**src/hdl/map_pkg.sv**
```systemverilog
package map_pkg;

	// CPU register addresses as seen after the A15-A13 and A0 decode
	localparam logic [15:0] REG_BANK_SEL   = 16'h8000;
	localparam logic [15:0] REG_BANK_DAT   = 16'h8001;
	localparam logic [15:0] REG_MIRROR     = 16'hA000;
	localparam logic [15:0] REG_RAM_CTRL   = 16'hA001;
	localparam logic [15:0] REG_IRQ_LATCH  = 16'hC000;
	localparam logic [15:0] REG_IRQ_RELOAD = 16'hC001;
	localparam logic [15:0] REG_IRQ_OFF    = 16'hE000;
	localparam logic [15:0] REG_IRQ_ON     = 16'hE001;

	localparam logic [15:0] PRG_WIN_LO = 16'h4120; // Inclusive
	localparam logic [15:0] PRG_WIN_HI = 16'h8000; // Exclusive

	localparam logic [7:0] SS_BANK_BASE = 8'd0; // Eight bank bytes
	localparam logic [7:0] SS_BANK_SEL  = 8'd8;
	localparam logic [7:0] SS_MIRROR    = 8'd9;
	localparam logic [7:0] SS_RAM_CTRL  = 8'd10;
	localparam logic [7:0] SS_IRQ_BASE  = 8'd16; // Eight IRQ slots
	localparam logic [7:0] SS_PRG       = 8'd32;
	localparam logic [7:0] SS_MAP_IDX   = 8'd127;

	localparam int BANK_NUM     = 8;
	localparam int PRG_PAGE_W   = 4;
	localparam int CHR_RAM_BITS = 5; // Bank bits kept with CHR RAM

	localparam logic [7:0] BANK_RESET [BANK_NUM] = '{
		8'd0,
		8'd2,
		8'd4,
		8'd5,
		8'd6,
		8'd7,
		8'd0,
		8'd1
	};

	localparam logic [PRG_PAGE_W-1:0] PRG_RESET = 4'hf;

	// Low m2 edges on A12 before a rise is counted
	localparam int A12_FILTER = 3;

endpackage

```
**src/hdl/chr_bank_map.sv**
```systemverilog
`timescale 1ns/1ps

module chr_bank_map
(
	input  logic [12:0] ppu_addr,
	input  logic        chr_mode,
	input  logic [63:0] bank_dat_flat,
	input  logic        mirror_v,
	input  logic        cfg_chr_ram,
	output logic [17:0] chr_addr,
	output logic        ciram_a10
);

	import map_pkg::*;

	logic       two_kb;
	logic [2:0] bank_idx;
	logic [7:0] chr_bank;

	// The half at A12 == chr_mode uses the 2 KB banks
	assign two_kb = (ppu_addr[12] == chr_mode);

	always_comb
	begin
		if (two_kb)
			bank_idx = {2'b00, ppu_addr[11]}; // Banks 0 and 1
		else
			bank_idx = {1'b0, ppu_addr[11:10]} + 3'd2; // Banks 2 to 5
		chr_bank = bank_dat_flat[{bank_idx, 3'b000} +: 8];
		if (two_kb)
			chr_bank[0] = ppu_addr[10]; // A10 replaces the low bank bit
	end

	assign chr_addr[9:0] = ppu_addr[9:0];

	// CHR RAM only decodes the low bank bits
	assign chr_addr[17:10] = cfg_chr_ram
		? {{(8 - CHR_RAM_BITS){1'b0}}, chr_bank[CHR_RAM_BITS-1:0]}
		: chr_bank;

	assign ciram_a10 = mirror_v ? ppu_addr[10] : ppu_addr[11]; // A10 vertical, A11 horizontal

endmodule

```
**src/hdl/irq_mmc3.sv**
```systemverilog
`timescale 1ns/1ps

module irq_mmc3
#(
	parameter int A12_FILTER = map_pkg::A12_FILTER
)
(
	input  logic        m2,
	input  logic        map_rst,
	input  logic [15:0] cpu_addr,
	input  logic [7:0]  cpu_dat,
	input  logic        cpu_rw,
	input  logic        ppu_a12,
	input  logic        mmc3a,
	input  logic        ss_act,
	input  logic        ss_we,
	input  logic [7:0]  ss_addr,
	output logic        irq,
	output logic [7:0]  irq_ss_dat
);

	import map_pkg::*;

	localparam logic [7:0] FLT      = 8'(A12_FILTER);
	localparam logic [7:0] SS_LATCH = SS_IRQ_BASE;
	localparam logic [7:0] SS_CTR   = SS_IRQ_BASE + 8'd1;
	localparam logic [7:0] SS_FLAGS = SS_IRQ_BASE + 8'd2;
	localparam logic [7:0] SS_FILT  = SS_IRQ_BASE + 8'd3;

	logic [7:0]  irq_latch;
	logic [7:0]  irq_ctr;
	logic        irq_on;
	logic        irq_reload;
	logic        irq_pend;
	logic [7:0]  a12_cnt; // Low edges seen since A12 last went high
	logic [15:0] reg_addr;
	logic        a12_rise;
	logic [7:0]  ctr_next;
	logic        ctr_hit;

	assign reg_addr = {cpu_addr[15:13], 12'd0, cpu_addr[0]};
	assign a12_rise = ppu_a12 && (a12_cnt >= FLT);
	assign ctr_next = (irq_ctr == 8'd0 || irq_reload) ? irq_latch : irq_ctr - 8'd1;

	// MMC3A only fires when the count actually reached zero
	assign ctr_hit = (ctr_next == 8'd0) && (!mmc3a || irq_ctr != 8'd0 || irq_reload);

	assign irq = irq_pend;

	always_ff @(negedge m2)
	begin
		if (ss_act)
		begin
			if (ss_we)
			begin
				case (ss_addr)
					SS_LATCH: irq_latch <= cpu_dat;
					SS_CTR:   irq_ctr <= cpu_dat;
					SS_FLAGS:
					begin
						irq_on <= cpu_dat[0];
						irq_reload <= cpu_dat[1];
						irq_pend <= cpu_dat[2];
					end
					SS_FILT:  a12_cnt <= cpu_dat;
					default: ;
				endcase
			end
		end
		else if (map_rst)
		begin
			irq_latch <= 8'd0;
			irq_ctr <= 8'd0;
			irq_on <= 1'b0;
			irq_reload <= 1'b0;
			irq_pend <= 1'b0;
			a12_cnt <= 8'd0;
		end
		else
		begin
			if (ppu_a12)
				a12_cnt <= 8'd0;
			else if (a12_cnt < FLT)
				a12_cnt <= a12_cnt + 8'd1; // Saturates at the filter length
			if (a12_rise)
			begin
				irq_ctr <= ctr_next;
				irq_reload <= 1'b0;
				if (ctr_hit && irq_on)
					irq_pend <= 1'b1;
			end
			// CPU writes come last so they win over a rise on the same edge
			if (!cpu_rw)
			begin
				case (reg_addr)
					REG_IRQ_LATCH:  irq_latch <= cpu_dat;
					REG_IRQ_RELOAD:
					begin
						irq_ctr <= 8'd0;
						irq_reload <= 1'b1;
					end
					REG_IRQ_OFF:
					begin
						irq_on <= 1'b0;
						irq_pend <= 1'b0; // Also acknowledges
					end
					REG_IRQ_ON:     irq_on <= 1'b1;
					default: ;
				endcase
			end
		end
	end

	always_comb
	begin
		case (ss_addr)
			SS_LATCH: irq_ss_dat = irq_latch;
			SS_CTR:   irq_ss_dat = irq_ctr;
			SS_FLAGS: irq_ss_dat = {5'd0, irq_pend, irq_reload, irq_on};
			SS_FILT:  irq_ss_dat = a12_cnt;
			default:  irq_ss_dat = 8'hff;
		endcase
	end

endmodule

```
**src/hdl/map_189.sv**
```systemverilog
`timescale 1ns/1ps

module map_189
#(
	parameter int A12_FILTER = map_pkg::A12_FILTER
)
(
	input  logic        m2,
	input  logic        map_rst,
	input  logic [15:0] cpu_addr,
	input  logic [7:0]  cpu_dat,
	input  logic        cpu_rw,
	input  logic [13:0] ppu_addr,
	input  logic        ppu_oe,
	input  logic        ppu_we,
	input  logic        cfg_chr_ram,
	input  logic        cfg_mir_v,
	input  logic [3:0]  map_sub,
	input  logic [7:0]  map_idx,
	input  logic        ss_act,
	input  logic        ss_we,
	input  logic [7:0]  ss_addr,
	output logic [18:0] prg_addr,
	output logic        prg_oe,
	output logic        rom_ce,
	output logic [17:0] chr_addr,
	output logic        chr_oe,
	output logic        chr_ce,
	output logic        chr_we,
	output logic        ciram_a10,
	output logic        ciram_ce,
	output logic        irq,
	output logic [7:0]  ss_rdat
);

	import map_pkg::*;

	logic [PRG_PAGE_W-1:0] prg_page;
	logic [7:0]            bank_sel;
	logic [63:0]           bank_dat_flat;
	logic                  mirror_v;
	logic [7:0]            mmc_ss_dat;
	logic [7:0]            irq_ss_dat;
	logic                  mmc3a;
	logic                  prg_win;

	assign mmc3a = (map_sub == 4'd4);
	assign prg_win = (cpu_addr >= PRG_WIN_LO) && (cpu_addr < PRG_WIN_HI);

	// 32 KB page register in the low CPU window
	always_ff @(negedge m2)
	begin
		if (ss_act)
		begin
			if (ss_we && ss_addr == SS_PRG)
				prg_page <= cpu_dat[PRG_PAGE_W-1:0];
		end
		else if (map_rst)
			prg_page <= PRG_RESET;
		else if (!cpu_rw && prg_win)
			prg_page <= cpu_dat[7:4] | cpu_dat[3:0]; // Nibbles ORed into the page
	end

	assign prg_addr[14:0] = cpu_addr[14:0];
	assign prg_addr[18:15] = prg_page;
	assign prg_oe = cpu_rw;
	assign rom_ce = cpu_addr[15];

	assign ciram_ce = !ppu_addr[13]; // Pattern tables below 2000h
	assign chr_ce = ciram_ce;
	assign chr_oe = !ppu_oe;
	assign chr_we = cfg_chr_ram && !ppu_we; // PPU write strobe is active low

	always_comb
	begin
		if (ss_addr <= SS_RAM_CTRL)
			ss_rdat = mmc_ss_dat; // Banks, select and control
		else if (ss_addr[7:3] == SS_IRQ_BASE[7:3])
			ss_rdat = irq_ss_dat;
		else if (ss_addr == SS_PRG)
			ss_rdat = {{(8 - PRG_PAGE_W){1'b0}}, prg_page};
		else if (ss_addr == SS_MAP_IDX)
			ss_rdat = map_idx;
		else
			ss_rdat = 8'hff;
	end

	mmc3_regs mmc3_regs_i
	(
		.m2            (m2),
		.map_rst       (map_rst),
		.cpu_addr      (cpu_addr),
		.cpu_dat       (cpu_dat),
		.cpu_rw        (cpu_rw),
		.cfg_mir_v     (cfg_mir_v),
		.ss_act        (ss_act),
		.ss_we         (ss_we),
		.ss_addr       (ss_addr),
		.bank_sel      (bank_sel),
		.bank_dat_flat (bank_dat_flat),
		.mirror_v      (mirror_v),
		.mmc_ss_dat    (mmc_ss_dat)
	);

	chr_bank_map chr_bank_map_i
	(
		.ppu_addr      (ppu_addr[12:0]),
		.chr_mode      (bank_sel[7]),
		.bank_dat_flat (bank_dat_flat),
		.mirror_v      (mirror_v),
		.cfg_chr_ram   (cfg_chr_ram),
		.chr_addr      (chr_addr),
		.ciram_a10     (ciram_a10)
	);

	irq_mmc3
	#(
		.A12_FILTER (A12_FILTER)
	)
	irq_mmc3_i
	(
		.m2         (m2),
		.map_rst    (map_rst),
		.cpu_addr   (cpu_addr),
		.cpu_dat    (cpu_dat),
		.cpu_rw     (cpu_rw),
		.ppu_a12    (ppu_addr[12]),
		.mmc3a      (mmc3a),
		.ss_act     (ss_act),
		.ss_we      (ss_we),
		.ss_addr    (ss_addr),
		.irq        (irq),
		.irq_ss_dat (irq_ss_dat)
	);

endmodule

```
**src/hdl/mmc3_regs.sv**
```systemverilog
`timescale 1ns/1ps

module mmc3_regs
(
	input  logic        m2,
	input  logic        map_rst,
	input  logic [15:0] cpu_addr,
	input  logic [7:0]  cpu_dat,
	input  logic        cpu_rw,
	input  logic        cfg_mir_v,
	input  logic        ss_act,
	input  logic        ss_we,
	input  logic [7:0]  ss_addr,
	output logic [7:0]  bank_sel,
	output logic [63:0] bank_dat_flat,
	output logic        mirror_v,
	output logic [7:0]  mmc_ss_dat
);

	import map_pkg::*;

	logic [7:0]  bank_dat [BANK_NUM];
	logic [7:0]  mir_reg;
	logic [7:0]  ram_ctrl; // Kept for save state only, PRG RAM is absent
	logic [15:0] reg_addr;
	logic        ss_bank_hit;

	assign reg_addr = {cpu_addr[15:13], 12'd0, cpu_addr[0]};
	assign ss_bank_hit = (ss_addr[7:3] == SS_BANK_BASE[7:3]);

	assign mirror_v = !mir_reg[0]; // Bit 0 low selects vertical

	always_ff @(negedge m2)
	begin
		if (ss_act)
		begin
			if (ss_we)
			begin
				if (ss_bank_hit)
					bank_dat[ss_addr[2:0]] <= cpu_dat;
				case (ss_addr)
					SS_BANK_SEL: bank_sel <= cpu_dat;
					SS_MIRROR:   mir_reg <= cpu_dat;
					SS_RAM_CTRL: ram_ctrl <= cpu_dat;
					default: ;
				endcase
			end
		end
		else if (map_rst)
		begin
			bank_sel <= 8'd0;
			mir_reg <= {7'd0, !cfg_mir_v};
			ram_ctrl <= 8'd0;
			for (int i = 0; i < BANK_NUM; i++)
				bank_dat[i] <= BANK_RESET[i];
		end
		else if (!cpu_rw)
		begin
			case (reg_addr)
				REG_BANK_SEL: bank_sel <= cpu_dat;
				REG_BANK_DAT: bank_dat[bank_sel[2:0]] <= cpu_dat; // Bank named by select
				REG_MIRROR:   mir_reg <= cpu_dat;
				REG_RAM_CTRL: ram_ctrl <= cpu_dat;
				default: ;
			endcase
		end
	end

	for (genvar i = 0; i < BANK_NUM; i++)
	begin : g_flat
		assign bank_dat_flat[8*i +: 8] = bank_dat[i];
	end

	always_comb
	begin
		if (ss_bank_hit)
			mmc_ss_dat = bank_dat[ss_addr[2:0]];
		else
		begin
			case (ss_addr)
				SS_BANK_SEL: mmc_ss_dat = bank_sel;
				SS_MIRROR:   mmc_ss_dat = mir_reg;
				SS_RAM_CTRL: mmc_ss_dat = ram_ctrl;
				default:     mmc_ss_dat = 8'hff;
			endcase
		end
	end

endmodule

```
**config.mk**
```make
export PLATFORM = sky130hd
export DESIGN_NAME = map_189
export DESIGN_NICKNAME = d
export VERILOG_FILES = /design/src/hdl/map_pkg.sv /design/src/hdl/chr_bank_map.sv /design/src/hdl/irq_mmc3.sv /design/src/hdl/map_189.sv /design/src/hdl/mmc3_regs.sv
export SDC_FILE = /design/constraint.sdc
export NUM_CORES = 1
export LEC_CHECK = 0
export BUFFER_PORTS_ARGS = -buffer_cell sky130_fd_sc_hd__clkbuf_2
export CELL_PAD_IN_SITES_DETAIL_PLACEMENT = 1
export CELL_PAD_IN_SITES_GLOBAL_PLACEMENT = 1
export CORE_ASPECT_RATIO = 1.2
export CORE_MARGIN = 2
export CORE_UTILIZATION = 48
export CTS_CLUSTER_DIAMETER = 200
export CTS_CLUSTER_SIZE = 14
export DETAILED_ROUTE_END_ITERATION = 8
export PLACE_DENSITY = 0.85
export SETUP_SLACK_MARGIN = 0.2
export SLEW_MARGIN = 20
export SYNTH_ARGS = -nofsm -noshare
export SYNTH_HDL_FRONTEND = slang
export SYNTH_HIERARCHICAL = 1
export SYNTH_SLANG_ARGS = --single-unit
```
**constraint.sdc**
```tcl
create_clock -name m2 -period 5 [get_ports m2]
set_input_delay 1 -clock m2 [delete_from_list [all_inputs] [get_ports m2]]
set_output_delay 1 -clock m2 [all_outputs]
set_load 0.005 [all_outputs]
```
==> results_dict.tcl, run 1 <==
set metrics [dict create \
    grt_start_max_net_pins 22 \
    synth_edf_count 55 \
    die_x_um 116 \
    placed_area_um2 8620 \
    cts.sinks 119 \
    grt-worst-endpoint "ss_rdat[4]" \
    holdBufCountCts 0 \
    cts_made_buffers 17 \
    yosysMostFrequentCell "nand2_1" \
    synth_top_flop_cell "dfxtp_1" \
    worst-ep-kind "top-level output" \
    num_rows 49 \
    synth_top_cell_area_share 0.227 \
    synth.area.top_cells "edfxtp_1 23%, dfxtp_1 18%, mux2i_1 12%" \
    yosysTopAreaCell "edfxtp_1" \
    grt_util_all_layers 0.656 \
    gr-total-overflow 5 \
    clock-root-buffer "clkbuf_16" \
    start_util 0.488 \
    clock_path_buffers 2 \
    ys_seq_elements 119 \
    synth_common_cells "111 x nand2_1, 88 x mux2i_1, 64 x dfxtp_1" \
    seq_area_frac_synth 0.403 \
    die_h_um 139 \
    synthCells 727 \
    yosys_warnings 6 \
    yosysUniqueCellTypes 71 \
    preCtsSetupSlack_ns -0.683 \
    hpwl_mm 19.7 \
    synthArstFlopShare 0 \
    syn_area_um2 7280 \
    cts_max_level 4 \
    io_pins 120 \
    error "[ERROR GRT-0232] Routing congestion too high. Check the congestion heatmap in the GUI." \
    gp_congestion 0.892 \
    io_buffer_count 91 \
    status "stopped before the end" \
    failing_step "5_1_grt" \
    synthesis.nets 797 \
    syn_avg_cell_area_um2 10.0 \
]
## metal layers
layer | global-route usage | GRT overflow
met2 | 0.856 | 2
met3 | 0.476 | 0
met4 | 0.679 | 3
met5 | 0.105 | 0
met1 | 0.625 | 0
## through the flow
stage	cells	hold slack, ns
floorplan	727	0.432
global placement	1062	0.439
detailed placement	1062	0.453
CTS	1233	0.463
## cells by family after synthesis
group           synth area share
simple gates               0.174
compound gates             0.134
mux                        0.205
flops                      0.403
buf+inv                   0.0653
xor+xnor                  0.0131
fa+ha+maj                0.00516
## repair_timing
action                                  4_1_cts
buffers inserted                             21
endpoints found under the setup margin      103
pin swaps                                    24
gates cloned                                  2
resized for setup                            90
==> run 2: changes to the inputs <==
CELL_PAD_IN_SITES_DETAIL_PLACEMENT = default   (was 1)
CELL_PAD_IN_SITES_GLOBAL_PLACEMENT = default   (was 1)
CORE_ASPECT_RATIO = default   (was 1.2)
CORE_UTILIZATION = 40   (was 48)
CTS_CLUSTER_DIAMETER = default   (was 200)
CTS_CLUSTER_SIZE = default   (was 14)
PLACE_DENSITY = default   (was 0.85)
PLACE_DENSITY_LB_ADDON = 0.15   (was default)
SETUP_SLACK_MARGIN = default   (was 0.2)
==> run 2 against run 1 <==
  * The flow now finishes, with violations (negative setup slack)
  * Area after synthesis unchanged
  * Synthesized cell count unchanged
==> results_dict.tcl, run 2 <==
set metrics [dict create \
    status "finished with violations" \
    violations "negative setup slack" \
    largest_reg_flops 64 \
    grt_util_all_layers 0.244 \
    crit_path_max_incr_delay_ns 0.47 \
    yosysMostFrequentCell "nand2_1" \
    worstSetupEndpointType "primary output" \
    cp.arrival_ns 4.47 \
    dr.pass1.iters 5 \
    io_pins 120 \
    seq_area_frac_synth 0.403 \
    fin_ws_ns -0.469 \
    cts_tree "built" \
    synthCells 727 \
    worst_path_max_delay_cell "mux4_2" \
    nets 1084 \
    gr-total-overflow 0 \
    critPathCapture "ss_rdat[5]" \
    top_register "mmc3_regs_i/bank_dat" \
    path_cells "mux4_2 > mux2i_1 > buf_4 > a22oi_2 > o22ai_2 > nor2_1 > clkbuf_2" \
    max_slew_margin 0.482 \
    first_global_vias 7338 \
    vias_per_cell 5.43 \
    final_cell_mix "142 x inv_1, 113 x buf_4, 109 x nand2_1" \
    p_leak_nw 4.82 \
    yosysTopAreaCell "edfxtp_1" \
    synth.area.top_cells "edfxtp_1 23%, dfxtp_1 18%, mux2i_1 12%" \
    drt_iter0_markers 370 \
    fin_cells 1256 \
    drtAntennaViolNets 0 \
    hpwl_mm 17.0 \
    die_x_um 139 \
    crit_cells 7 \
    yosysUniqueCellTypes 71 \
    preCtsSetupSlack_ns -0.500 \
    cts_max_level 4 \
    ys_seq_elements 119 \
    dp_cells 1102 \
    path_buf_inv 2 \
    dr_total_vias 6816 \
    r2r_end "irq_mmc3_i/irq" \
    die_h_um 139 \
    p_per_area_nw_per_um2 316 \
    gp_congestion 0.951 \
    synth_top_flop_cell "dfxtp_1" \
    r2r_start "irq_mmc3_i/irq_ctr[0]" \
    cp-startpoint "mmc3_regs_i/bank_dat[3][5]" \
    tightest_slew_ns 0.777 \
    start_util 0.406 \
    grt_start_max_net_pins 55 \
    wirelength_mm 23.3 \
    cts.sinks 119 \
    die_area_um2 19300 \
    syn_avg_cell_area_um2 10.0 \
    yosys_warnings 6 \
    clock-skew-final_ns 0.0165 \
    fillers 1593 \
    syn2layout_area_growth_pct 37.4 \
    placed_area_um2 8740 \
    hold_class "flop to flop" \
    reg2regPathDepth 9 \
    rrSetupSlack_ns 2.49 \
    hold_viol 0 \
    crit_type "flop to primary output" \
    crit_required_ns 4.00 \
    core-area_um2 17900 \
    synth_top_cell_area_share 0.227 \
    crit_fanout 2 \
    antenna_cells 0 \
    irDropWorstVdd_v 0.000262 \
    wl_per_cell_um 18.5 \
    clk_latency_ns 0.45 \
    design_area_um2 10000 \
    mostFrequentLayoutCell "inv_1" \
    p_total_mw 3.16 \
    synth_common_cells "111 x nand2_1, 88 x mux2i_1, 64 x dfxtp_1" \
    clk_pin_slew_ns 0.03 \
    slew_viol_final 0 \
    rsz0062_at_grt "yes" \
    synthArstFlopShare 0 \
    drc 0 \
    io_buffer_count 91 \
    whs_ns 0.459 \
    cap_violations 0 \
    antenna_found_initial 0 \
    cts_made_buffers 17 \
    clock-root-buffer "clkbuf_16" \
    critPathLaunchType "flop" \
    clock_path_buffers 2 \
    num_rows 49 \
    grt_pass1_wl_mm 37.0 \
    synthesis.nets 797 \
    setup_violations 24 \
    syn_area_um2 7280 \
    synth_edf_count 55 \
    crit_family "multiplexers" \
    drive_gt1_frac 0.347 \
]
[run 2: layout make-up]
| cell class | instances | area, µm² | share of cell area |
|---|---|---|---|
| multi-input combinational | 521 | 4110 | 0.411 |
| timing repair buffer | 216 | 1530 | 0.153 |
| inverter | 20 | 75.1 | 0.00751 |
| clock buffer | 17 | 425 | 0.0426 |
| sequential | 119 | 2950 | 0.295 |
| tap | 229 | 287 | 0.0287 |
| clock inverter | 134 | 624 | 0.0625 |
[run 2: worst reg2reg max path, cell delays in order, from the launching register on]
cell	delay, ns
edfxtp_1	0.38
buf_4	0.17
inv_1	0.07
ha_1	0.16
nor3b_2	0.36
a21oi_2	0.25
nor4_1	0.27
a31oi_1	0.07
or4_4	0.43
o31ai_2	0.18
[run 2: report_power, final]
| group | total, mW | internal (mW) | switching (mW) | leakage, nW |
|---|---|---|---|---|
| clock | 1.64 | 0.952 | 0.688 | 0.938 |
| sequential | 1.10 | 1.07 | 0.0225 | 1.04 |
| combinational | 0.419 | 0.182 | 0.238 | 2.84 |
| total | 3.16 | 2.21 | 0.948 | 4.82 |
[run 2: worst min path at each step]
stage | from | endpoint | slack, ns | cells after the start
after floorplan | mmc3_regs_i/bank_dat[1][0] | mmc3_regs_i/bank_dat[1][0] | 0.43 | 2
after global placement | mmc3_regs_i/bank_dat[1][0] | mmc3_regs_i/bank_dat[1][0] | 0.44 | 2
after detailed placement | mmc3_regs_i/bank_dat[1][0] | mmc3_regs_i/bank_dat[1][0] | 0.45 | 2
after CTS | mmc3_regs_i/bank_dat[1][0] | mmc3_regs_i/bank_dat[1][0] | 0.45 | 2
after global routing | mmc3_regs_i/bank_dat[7][7] | mmc3_regs_i/bank_dat[7][7] | 0.48 | 2
final | mmc3_regs_i/bank_dat[1][0] | mmc3_regs_i/bank_dat[1][0] | 0.46 | 2
[run 2: per-layer routing]
metal | GRT usage | vias to the layer above | part of all wire
met5 | 0 | - | 0
met4 | 0.120 | 0 | 0.024
met3 | 0.0729 | 42 | 0.062
met2 | 0.407 | 265 | 0.49
met1 | 0.287 | 3275 | 0.42
li1 | - | 3234 | -
[run 2: kinds of logic after synthesis]
family,after synthesis,share of synthesized area
mux,122,0.205
fa+ha+maj,3,0.00516
simple gates,244,0.174
compound gates,142,0.134
xor+xnor,10,0.0131
buf+inv,87,0.0653
flops,119,0.403
[run 2: timing repair]
item                       4_1_cts  5_1_grt
setup endpoints to repair       24       56
pin swaps                       11        9
cloned                           0        0
hold buffers                     0        0
setup buffers                    4        3
gates resized for setup         37       22
[run 2: stage by stage]
stage,setup TNS [ns],util
after floorplan,-8.74,-
after global placement,-33.37,0.488
after detailed placement,-35.37,0.488
after CTS,-6.24,0.553
after global routing,-7.96,0.558
final,-6.01,0.558
Power figures use the tool's default switching activity.
